<file path="src/rtl/cpu16_defines.svh">
`ifndef CPU16_DEFINES_SVH
`define CPU16_DEFINES_SVH

`define CPU_WORD_W      16
`define CPU_REG_AW      4
`define CPU_NUM_REGS    16
`define CPU_MEM_AW      12           // 4096 words
`define CPU_PC_STEP     2            // bytes per instruction
`define CPU_SP_RESET    16'h2000     // byte address, grows down
`define CPU_FLAGS_W     4

`define CPU_FLAG_ZERO   0
`define CPU_FLAG_CARRY  1
`define CPU_FLAG_SIGN   2
`define CPU_FLAG_OVF    3

// instruction field values
`define CPU_INS_HALT    16'h0001
`define CPU_OPC_PUSH    12'h010      // ins[15:4]
`define CPU_OPC_POP     12'h011      // ins[15:4]
`define CPU_OPC_JP      12'h01E      // ins[15:4]
`define CPU_OPC_JCOND   8'h03        // ins[15:8], sense in ins[6]
`define CPU_OPC_LDL     4'h1         // ins[15:12]
`define CPU_OPC_LDH     4'h2
`define CPU_OPC_LOAD    8'h30        // ins[15:8]
`define CPU_OPC_STORE   8'h32

`endif
</file>
<file path="src/rtl/cpu16_pkg.sv">
`default_nettype none

`include "cpu16_defines.svh"

package cpu16_pkg;

   typedef logic [`CPU_WORD_W-1:0] word_t;   // data word and byte address
   typedef logic [`CPU_REG_AW-1:0] reg_idx_t;

   typedef enum logic [1:0] {
      S_FETCH,
      S_EXEC,
      S_MEM,     // second half of a data access
      S_HALT
   } cpu_state_t;

   typedef enum logic [3:0] {
      OP_NOP,
      OP_HALT,
      OP_PUSH,
      OP_POP,
      OP_JP,
      OP_JPF,    // jump if flag set
      OP_JPN,    // jump if flag clear
      OP_LDL,
      OP_LDH,
      OP_LOAD,
      OP_STORE,
      OP_ALU
   } cpu_op_t;

   typedef enum logic [2:0] {
      ALU_ADD,
      ALU_SUB,
      ALU_AND,
      ALU_OR,
      ALU_XOR,
      ALU_CP     // subtract for flags only
   } alu_op_t;

endpackage

`default_nettype wire

</file>
<file path="src/rtl/cpu16_alu.sv">
`timescale 1ns/10ps
`default_nettype none

`include "cpu16_defines.svh"

module cpu16_alu import cpu16_pkg::*; (
   input  wire logic             clk,
   input  wire logic             reset,
   input  wire logic             alu_en,
   input  wire alu_op_t          alu_op,
   input  wire word_t            a,
   input  wire word_t            b,
   output word_t                 result,
   output logic [`CPU_FLAGS_W-1:0] flags
);

   localparam int MSB = `CPU_WORD_W - 1;

   logic [`CPU_WORD_W:0]    a_x;
   logic [`CPU_WORD_W:0]    b_x;
   logic [`CPU_WORD_W:0]    res_x;       // bit 16 is carry or borrow
   logic [`CPU_FLAGS_W-1:0] flags_next;
   logic                    arith;

   always_comb begin
      a_x   = {1'b0, a};
      b_x   = {1'b0, b};
      arith = 1'b1;
      case (alu_op)
         ALU_ADD:         res_x = a_x + b_x;
         ALU_SUB, ALU_CP: res_x = a_x - b_x;
         ALU_AND: begin
            res_x = a_x & b_x;
            arith = 1'b0;
         end
         ALU_OR: begin
            res_x = a_x | b_x;
            arith = 1'b0;
         end
         ALU_XOR: begin
            res_x = a_x ^ b_x;
            arith = 1'b0;
         end
         default: res_x = a_x + b_x;
      endcase
   end

   assign result = res_x[MSB:0];

   always_comb begin
      flags_next[`CPU_FLAG_ZERO]  = (result == '0);
      flags_next[`CPU_FLAG_SIGN]  = res_x[MSB];
      flags_next[`CPU_FLAG_CARRY] = arith & res_x[`CPU_WORD_W];
      if (!arith)
         flags_next[`CPU_FLAG_OVF] = ~^result;   // even parity for logic ops
      else if (alu_op == ALU_ADD)
         flags_next[`CPU_FLAG_OVF] = (a[MSB] == b[MSB]) && (result[MSB] != a[MSB]);
      else
         flags_next[`CPU_FLAG_OVF] = (a[MSB] != b[MSB]) && (result[MSB] != a[MSB]);
   end

   always_ff @(posedge clk) begin
      if (reset) begin
         flags <= '0;
      end else if (alu_en) begin
         flags <= flags_next;
      end
   end

endmodule

`default_nettype wire

</file>
<file path="config.mk">
export PLATFORM = sky130hd
export DESIGN_NAME = cpu16_alu
export DESIGN_NICKNAME = d
export VERILOG_FILES = /design/src/rtl/cpu16_pkg.sv /design/src/rtl/cpu16_alu.sv
export VERILOG_INCLUDE_DIRS = /design/src /design/src/rtl
export SDC_FILE = /design/constraint.sdc
export NUM_CORES = 1
export LEC_CHECK = 0
export ABC_AREA = 1
export BUFFER_PORTS_ARGS = -buffer_cell sky130_fd_sc_hd__clkbuf_2
export CAP_MARGIN = 40
export CORE_UTILIZATION = 30
export CTS_CLUSTER_SIZE = 24
export DETAILED_ROUTE_END_ITERATION = 6
export PLACE_DENSITY = 0.59
export SETUP_SLACK_MARGIN = 0.15
export SYNTH_ARGS = -nofsm -noshare
export SYNTH_HDL_FRONTEND = slang
export SYNTH_SLANG_ARGS = --single-unit
</file>
<file path="constraint.sdc">
create_clock -name clk -period 4 [get_ports clk]
set_input_delay 0.4 -clock clk [delete_from_list [all_inputs] [get_ports clk]]
set_output_delay 0.4 -clock clk [all_outputs]
set_load 0.005 [all_outputs]
</file>
# Word-level counts from Yosys, hierarchy flattened
# Cells that the tools add are included.
# totals
word_cells	26
output_inout_bits	20
register_bits	4
input_bits	38
# op_classes
n_addsub	2
mux	4
reduce_logical	7
bitwise	4
eq_ne	8
# op_table
cell	count
one-hot mux 17 bit (4 select lines)	1
adder 16 x 16 -> 17 bit	1
subtractor 16 x 16 -> 17 bit	1
bitwise AND 16 bit	1
logical NOT 16 bit	1
bitwise OR 16 bit	1
XNOR reduction 16 bit	1
bitwise XOR 16 bit	1
equality test 3 x 2 -> 1 bit, second input constant	2
equality test 3 bit, second input constant	2
equality test 3 x 1 -> 1 bit, second input constant	1
logical NOT 3 bit	1
2-to-1 mux 1 bit	3
OR reduction 3 bit	1
logical AND 1 bit	2
inequality test 1 bit	2
OR reduction 2 bit	1
bitwise AND 1 bit	1
equality test 1 bit	1

# Longest topological paths before layout
# Gate-level depths: netlist (run 1).
# depth
ltp_word	7
mapped_depth	26
mapped_depth_nobuf	26

# Worst setup path after synthesis (run 1)
# Ideal clock, no wire load.
# synth_timing
kind	in2reg
start	input port b[1]
end	register flags[3]
path_buffers	0
t_arrival_ns	3.348
path_stages	26
slack_ns	0.530
path_cell_list	inv_1 ha_1 nand3_1 nor3_1 nand2_1 nor3_2 nand2_1 o21ai_1 xor2_1 ha_1 nand2_4 inv_1 nand2_1 nand2_1 a21oi_1 nand2_1 nand2_1 nand3_2 nand2_4 inv_2 ha_1 xnor2_1 xnor2_1 xnor2_1 a21oi_1 a21oi_2
# synth_via
elab_chain_cells	6
word_cells_on_any_way	12
classes_between	add/sub: 2; eq/ne: 1; mux: 3; bitwise: 3; reduce/logical: 3
# synth_rtl
item	line	text
start, declared	cpu16_alu.sv:12	input wire word_t b,
adder 16 x 16 -> 17 bit or subtractor 16 x 16 -> 17 bit (tied branches)	cpu16_alu.sv:30, cpu16_alu.sv:44, cpu16_alu.sv:31	
one-hot mux 17 bit (4 select lines) *	cpu16_alu.sv:29	case (alu_op)
via flags_next[2]	cpu16_alu.sv:22	logic [`CPU_FLAGS_W-1:0] flags_next;
inequality test 1 bit	cpu16_alu.sv:57, cpu16_alu.sv:59	
logical AND 1 bit (on tied branches)	cpu16_alu.sv:59, cpu16_alu.sv:57	
2-to-1 mux 1 bit	cpu16_alu.sv:56	else if (alu_op == ALU_ADD)
2-to-1 mux 1 bit *	cpu16_alu.sv:54	if (!arith)
end signal, assigned	cpu16_alu.sv:66	flags <= flags_next;
end, declared	cpu16_alu.sv:14	output logic [`CPU_FLAGS_W-1:0] flags
# The timed path passes the listed nets; every way through them passes the cells marked *.
# A chain may end at the register's enable or synchronous reset.

# Final worst setup path (run 1)
# layout_timing
start	input port b[1]
end	register flags[3]
# layout_via
elab_chain_cells	6
word_cells_on_any_way	12
classes_between	add/sub: 2; eq/ne: 1; mux: 3; bitwise: 3; reduce/logical: 3
# layout_rtl
item	line
adder 16 x 16 -> 17 bit or subtractor 16 x 16 -> 17 bit (tied branches)	cpu16_alu.sv:30, cpu16_alu.sv:44, cpu16_alu.sv:31
one-hot mux 17 bit (4 select lines) *	cpu16_alu.sv:29
inequality test 1 bit	cpu16_alu.sv:57, cpu16_alu.sv:59
logical AND 1 bit (on tied branches)	cpu16_alu.sv:59, cpu16_alu.sv:57
2-to-1 mux 1 bit	cpu16_alu.sv:56
2-to-1 mux 1 bit *	cpu16_alu.sv:54
# Mark *: on every way between the ends. The rest lies on a longest branch, timed or not.

==> impl_metrics.py, run 1 <==
metrics = {
    "die": {
        "die_h_um": 96.56,
        "die_width_um": 96.56,
        "dieArea_mm2": 0.009324,
        "core_mm2": 0.008678,
        "std_cell_rows": 34,
        "start_util_pct": 30.91,
        "io_pins": 58,
    },
    "global_routing": {
        "grt_pass1_vias": 2804,
        "grt.total_usage_pct": 17.98,
        "grt_pass1_wl_um": 12920,
        "grt-ovfl-total": 0,
        "grt_max_degree": 18,
        "antenna_found_initial": 0,
    },
    "sta": {
        "fmax_mhz": 269.7,
        "rsz0062_at_grt": "no",
        "maxSlewViolCount": 0,
        "fin_crit_sh_pct": 92.70,
        "finalClockSkew_ps": 0,
        "worstMarginPinSlew_ps": 720.8,
        "final_hold_viol_count": 0,
        "worst_slack_ps": 292.1,
        "slew_headroom_pct": 51.89,
        "finalSetupViolCount": 0,
        "post-route-min-period_ps": 3708,
    },
    "final_layout": {
        "post-route-util_pct": 40.61,
        "regMostFlops": "flags",
        "drive_gt1_share_pct": 31.66,
        "largest_reg_flops": 4,
        "num-nets-final": 597,
        "nFillCells": 939,
        "fin_area_mm2": 0.003525,
        "diodes": 0,
        "area_growth_pct": 31.39,
        "top_regs": "flags x4",
    },
    "setup_path": {
        "worst_setup_path_start_kind": "input port",
        "crit_chain": "clkbuf_2 -> inv_2 -> ha_4 -> nand3_4 -> nor3_4 -> nand2_2 -> nor2_2 -> nor2_1 -> xor2_1 -> inv_1 -> ha_4 -> buf_4 -> nand2_2 -> nor4_2 -> nand2_1 -> nand3_2 -> xor2_2 -> a21oi_2 -> ha_1 -> xnor2_2 -> xnor2_2 -> xnor2_1 -> a21oi_1 -> a21oi_2",
        "max_stage_delay_ps": 340,
        "reg2reg_setup_slack_ps": 3330,
        "cp_max_fo": 4,
        "cp.required_ps": 4100,
        "r2r_end": "flags[3]$_SDFFE_PP0P_",
        "crit-reg2reg-launch": "flags[3]$_SDFFE_PP0P_",
        "cp_data_arrival_time_ps": 3810,
        "crit_family": "simple AND/OR/NAND/NOR gates",
        "critical-path-slowest-cell": "ha_1",
        "end_kind": "register",
        "crit_buf_inv": 4,
        "path_class": "in -> reg",
        "r2r_cells": 2,
    },
    "route": {
        "top_layer_used": "met4",
        "via_per_inst": 4.758,
        "drc": 0,
        "drt.antenna.violating_nets": 0,
        "wl_met2_um": 4097,
        "detail_route.wirelength.met1_um": 3798,
        "drtPass1Iterations": 6,
        "wl_um": 8485,
        "detail_route.wl_per_cell_um": 13.98,
        "met3RoutedLength_um": 476,
        "drt_iter0_markers": 151,
        "vias": 2888,
    },
    "synthesis": {
        "synth_top_area_share_pct": 26.59,
        "syn_inst": 422,
        "yosys_warnings": 0,
        "syn-num-nets": 518,
        "ys_async_sr_fraction_pct": 0,
        "ys_seq_elements": 4,
        "synth_edf_count": 0,
        "synth-seq-area-share_pct": 2.985,
        "ys_types": 41,
        "syn-cell-area_mm2": 0.002683,
        "synth_common_cells": "inv_1 (86), nand2_1 (79), ha_1 (57)",
        "ys.flop_type": "dfxtp_1",
        "yosysMostFrequentCell": "inv_1",
        "avgSynthCellArea_um2": 6.357,
        "synth_area_leaders": "ha_1 (27%), inv_1 (12%), nand2_1 (11%), xor2_1 (7.8%), nor2_1 (4.9%)",
        "synth_area_leader_cell": "ha_1",
    },
    "placed_design": {
        "dp_worst_setup_slack_ps": -10.19,
        "io_buffer_count": 57,
        "place_hpwl_um": 6816,
        "place_area_mm2": 0.003197,
        "routabilityCongestion": 0.9442,
    },
    "worst_hold_path": {
        "hp-class": "in -> reg",
        "hold_end": "flags[1]$_SDFFE_PP0P_",
        "min_from": "reset",
        "holdPathStages": 2,
    },
    "cts": {
        "clk_pin_slew_ps": 30,
        "htree_levels": 1,
        "cts_buffers": 3,
        "cts_buffer_depth": 2,
        "cts_tree": "built",
        "cts.sinks": 4,
        "clk_latency_ps": 220,
        "cts-root-buf": "clkbuf_8",
    },
    "flow_run": {
        "cap_violations": 0,
    },
    "power": {
        "leakagePower_nw": 1.990,
        "ir_drop_mv": 0.1050,
        "cellPowerDensity_mw_per_mm2": 262.9,
    },
    "status": {
        "status": "finished clean",
    },
}
==> worst max path at each step <==
stage	from	endpoint	slack, ps	cells after the start
2_1_floorplan	b[1]	flags[3]$_SDFFE_PP0P_	530	26
3_3_place_gp	b[0]	flags[3]$_SDFFE_PP0P_	0.4	27
3_5_place_dp	b[0]	flags[3]$_SDFFE_PP0P_	-10	23
4_1_cts	b[0]	flags[3]$_SDFFE_PP0P_	200	23
5_1_grt	b[0]	flags[3]$_SDFFE_PP0P_	70	27
6_report	b[1]	flags[3]$_SDFFE_PP0P_	290	24
==> layer usage <==
layer	up-vias	global-route usage, %
li1	1494	-
met1	1291	23.39
met2	93	31.81
met3	10	1.565
met4	0	4.289
met5	-	0
==> kinds of logic after synthesis <==
kind of cell,share of synthesized area (%)
AND/OR/NAND/NOR,30.46
buffers and inverters,14.69
flip-flops,2.985
XOR/XNOR,10.12
AO/OA/AOI/OAI,14.41
adder cells (fa/ha/maj),27.33
==> layout make-up <==
cell class | count | area, um2 | area share [%]
clock buffer | 3 | 41.29 | 1.171
sequential | 4 | 80.08 | 2.272
inverter | 98 | 367.9 | 10.44
multi-input combinational | 315 | 2450 | 69.51
tap | 108 | 135.1 | 3.834
timing repair buffer | 79 | 450.4 | 12.78
==> cells in the final DEF (no fill, tap or decap), types with 8 or more instances in the layout <==
| cell type | n |
|---|---|
| inv_1 | 84 |
| nand2_1 | 74 |
| clkbuf_2 | 57 |
| ha_1 | 48 |
| nor2_1 | 33 |
| buf_4 | 22 |
| xor2_1 | 21 |
| nand3_1 | 16 |
| a21oi_1 | 15 |
| inv_2 | 14 |
| nand2_2 | 9 |
| o21ai_0 | 8 |
| ha_4 | 8 |
==> power by group <==
group          leakage [nW]  internal [mW]  switching, mW
combinational          1.94          0.361          0.434
clock                0.0216         0.0641         0.0199
sequential           0.0329         0.0449        0.00252
total                  1.99          0.470          0.456
==> what timing repair did <==
item,4_1_cts,5_1_grt
resized for setup,0,44
hold buffers,0,0
hold endpoints to repair,0,0
buffers inserted,0,6
setup endpoints to repair,0,3
==> through the flow <==
| stage | hold slack (ps) | power [mW] | setup TNS, ps | std cells |
|---|---|---|---|---|
| floorplan | 454.2 | 0.5220 | 0 | 422 |
| global placement | 451.9 | 0.7330 | 0 | 598 |
| detailed placement | 459.9 | 0.7344 | -10.19 | 598 |
| CTS | 368.6 | 0.8248 | 0 | 601 |
| global route | 390.2 | 1.018 | 0 | 607 |
| finish | 371.0 | 0.9266 | 0 | 607 |
No activity file was read; power rests on OpenSTA's default activity.
==> run 2: changes to the inputs <==
--- a/config.mk
+++ b/config.mk
@@ -6,13 +6,12 @@
 export SDC_FILE = /design/constraint.sdc
 export NUM_CORES = 1
 export LEC_CHECK = 0
-export ABC_AREA = 1
-export BUFFER_PORTS_ARGS = -buffer_cell sky130_fd_sc_hd__clkbuf_2
 export CAP_MARGIN = 40
 export CORE_UTILIZATION = 30
 export CTS_CLUSTER_SIZE = 24
 export DETAILED_ROUTE_END_ITERATION = 6
-export PLACE_DENSITY = 0.59
+export DONT_BUFFER_PORTS = 1
+export PLACE_DENSITY = 0.53
 export SETUP_SLACK_MARGIN = 0.15
 export SYNTH_ARGS = -nofsm -noshare
 export SYNTH_HDL_FRONTEND = slang
==> run 2 against run 1 <==
The flow now finishes with violations (negative setup slack). First-iteration DRC count shrank 40%. Sequential share of layout area grew 0.20 points. Highest routed layer unchanged. Flip-flop and latch count is the same. Core utilization grew 0.41 points. Critical path type unchanged.
==> impl_metrics.py, run 2 <==
metrics = {
    "final_layout": {
        "num-nets-final": 507,
        "post-route-util_pct": 41.02,
        "diodes": 0,
        "drive_gt1_share_pct": 24.21,
        "top_regs": "flags x4",
        "final_common_cell": "buf_4",
        "regMostFlops": "flags",
        "nFillCells": 818,
        "final-seq-area_um2": 80.08,
        "largest_reg_flops": 4,
        "area_growth_pct": 30.21,
        "fin_cells": 511,
        "multi_input_area_mm2": 0.002247,
        "final_cell_mix": "buf_4 (69), ha_1 (56), inv_1 (49)",
    },
    "synthesis": {
        "yosys_warnings": 0,
        "synth_edf_count": 0,
        "synth-seq-area-share_pct": 3.223,
        "avgSynthCellArea_um2": 7.203,
        "synth_area_leader_cell": "ha_1",
        "synthAdderAreaFrac_pct": 29.51,
        "synth_xor_area_share_pct": 11.98,
        "synth_top_family_by_area": "adder cells",
        "synth_compound_area_share_pct": 26.54,
        "synth_area_leaders": "ha_1 (29%), xnor2_1 (9.9%), inv_1 (7.6%), nand2_1 (5.7%), a21oi_1 (5.0%)",
        "ys_async_sr_fraction_pct": 0,
        "syn_inst": 345,
        "synthMuxAreaShare_pct": 2.467,
        "yosysMostFrequentCell": "ha_1",
        "synth_common_cells": "ha_1 (57), inv_1 (50), nand2_1 (38)",
        "synth_top_area_share_pct": 28.70,
        "syn-num-nets": 441,
        "ys_types": 48,
        "ys.flop_type": "dfxtp_1",
        "syn-cell-area_mm2": 0.002485,
        "ys_seq_elements": 4,
        "synthSimpleGateAreaFrac_pct": 16.82,
    },
    "cts": {
        "cts-root-buf": "clkbuf_8",
        "clk_latency_ps": 220,
        "cts_tree": "built",
        "htree_levels": 1,
        "clk_pin_slew_ps": 30,
        "cts_buffer_depth": 2,
        "cts.sinks": 4,
        "cts_buffers": 3,
    },
    "power": {
        "finalPower_uw": 870.5,
        "leakagePower_nw": 1.605,
        "ir_drop_mv": 0.1324,
        "cellPowerDensity_mw_per_mm2": 269.1,
    },
    "sta": {
        "worstMarginPinSlew_ps": 564.1,
        "finalClockSkew_ps": 0,
        "fmax_mhz": 241.5,
        "fin_crit_sh_pct": 103.5,
        "final_hold_viol_count": 0,
        "fin_setup_tns_ps": -141.2,
        "maxSlewViolCount": 0,
        "post-route-min-period_ps": 4141,
        "rsz0062_at_grt": "yes",
        "worst_slack_ps": -141.2,
        "finalSetupViolCount": 1,
        "slew_headroom_pct": 62.26,
    },
    "global_routing": {
        "grt_pass1_wl_um": 12680,
        "grt_max_degree": 34,
        "antenna_found_initial": 0,
        "grt.total_usage_pct": 18.29,
        "grt-ovfl-total": 0,
        "grt_pass1_vias": 2611,
    },
    "die": {
        "io_pins": 58,
        "die_h_um": 93.01,
        "std_cell_rows": 32,
        "core_mm2": 0.007888,
        "die_width_um": 93.01,
        "dieArea_mm2": 0.008651,
        "start_util_pct": 31.50,
    },
    "route": {
        "vias": 2581,
        "via_per_inst": 5.051,
        "drt_iter0_markers": 91,
        "drt.antenna.violating_nets": 0,
        "wl_um": 7663,
        "drc": 0,
        "drtPass1Iterations": 4,
        "detail_route.wl_per_cell_um": 15.00,
    },
    "setup_path": {
        "worst_setup_path_start_kind": "input port",
        "cp.required_ps": 4100,
        "end_kind": "register",
        "cp_data_arrival_time_ps": 4240,
        "cp_max_fo": 4,
        "path_class": "in -> reg",
    },
    "status": {
        "violations": "negative setup slack",
        "status": "finished, violations left",
    },
    "placed_design": {
        "placed_cells": 504,
        "place_hpwl_um": 6425,
        "routabilityCongestion": 0.8664,
        "io_buffer_count": 0,
        "dp_worst_setup_slack_ps": -485.7,
    },
    "worst_hold_path": {
        "hp-class": "in -> reg",
    },
    "flow_run": {
        "cap_violations": 0,
    },
}
run 2: changes by cell type in the layout (fill, tap and decap cells not counted), sizes merged, moves of 8 or more:
cell	before	now
buf	22	72
nand3	22	2
nor2	39	18
xor2	24	6
xnor2	7	28
o21ai	14	22
a211oi	0	9
clkbuf	60	3
nand2	86	39
inv	98	50
run 2: power by group:
| group | internal, mW | total (mW) | switching [mW] |
|---|---|---|---|
| Clock | 0.0641 | 0.0841 | 0.0201 |
| Sequential | 0.0453 | 0.0488 | 0.00345 |
| Combinational | 0.388 | 0.738 | 0.350 |
| Total | 0.497 | 0.871 | 0.374 |
run 2: critical path, stage by stage:
cell and delay (ps):
or4_4 550, nor2_4 120, nand2_2 80, o31ai_2 240, xnor2_1 110, ha_1 330
a21o_1 190, a31oi_1 140, o21ai_1 90, a311oi_2 360, o21ai_1 150, xnor2_1 200
o221a_2 240, ha_4 200, xnor2_2 130, xnor2_1 130, xnor2_1 150, a21oi_2 180
nand2_1 60, mux2i_1 130, a211oi_1 50
run 2: timing repair:
item | 4_1_cts | 5_1_grt
pin swaps | 3 | 5
endpoints found under the setup margin | 2 | 2
hold buffers | 0 | 0
buffers inserted | 1 | 3
gates cloned | 0 | 0
resized for setup | 7 | 7
run 2: stage by stage:
step	hold WS, ps	instance area, um2
3_5_place_dp	475.3	3109
2_1_floorplan	472.4	2519
6_report	251.4	3236
4_1_cts	247.5	3193
5_1_grt	250.4	3236
3_3_place_gp	473.5	3109
run 2: cells by family (layout without fill, tap and decap cells):
logic type                 Yosys count  count (layout)
DFF                                  4               4
buffers and inverters               61             125
and+or+nand+nor                     85              85
xor gates and xnor gates            34              34
adders and majority gates           58              58
AOI/OAI and AO/OA                   97              97
muxes                                6               6
run 2: path summary, 6_finish.rpt:
| kind | slack (ps) | from | endpoint | cells past startpoint |
|---|---|---|---|---|
| max | -140 | b[2] | flags[3]$_SDFFE_PP0P_ | 21 |
| min | 250 | reset | flags[0]$_SDFFE_PP0P_ | 1 |
| max reg2reg | 3310 | flags[3]$_SDFFE_PP0P_ | flags[3]$_SDFFE_PP0P_ | 2 |
| min reg2reg | 500 | flags[2]$_SDFFE_PP0P_ | flags[2]$_SDFFE_PP0P_ | 2 |
run 2: layout make-up:
cell class,count,area share [%]
clock buffer,3,1.276
inverter,50,5.800
multi-input combinational,280,69.45
sequential,4,2.475
tap,102,3.944
timing repair buffer,72,17.05
run 2: metal layers:
metal | up-vias | GRT usage (%) | wire length, um
li1 | 1343 | - | -
met1 | 1179 | 23.14 | 3483
met2 | 50 | 32.60 | 3662
met3 | 9 | 3.008 | 443
met4 | 0 | 3.333 | 74
met5 | - | 0 | 0
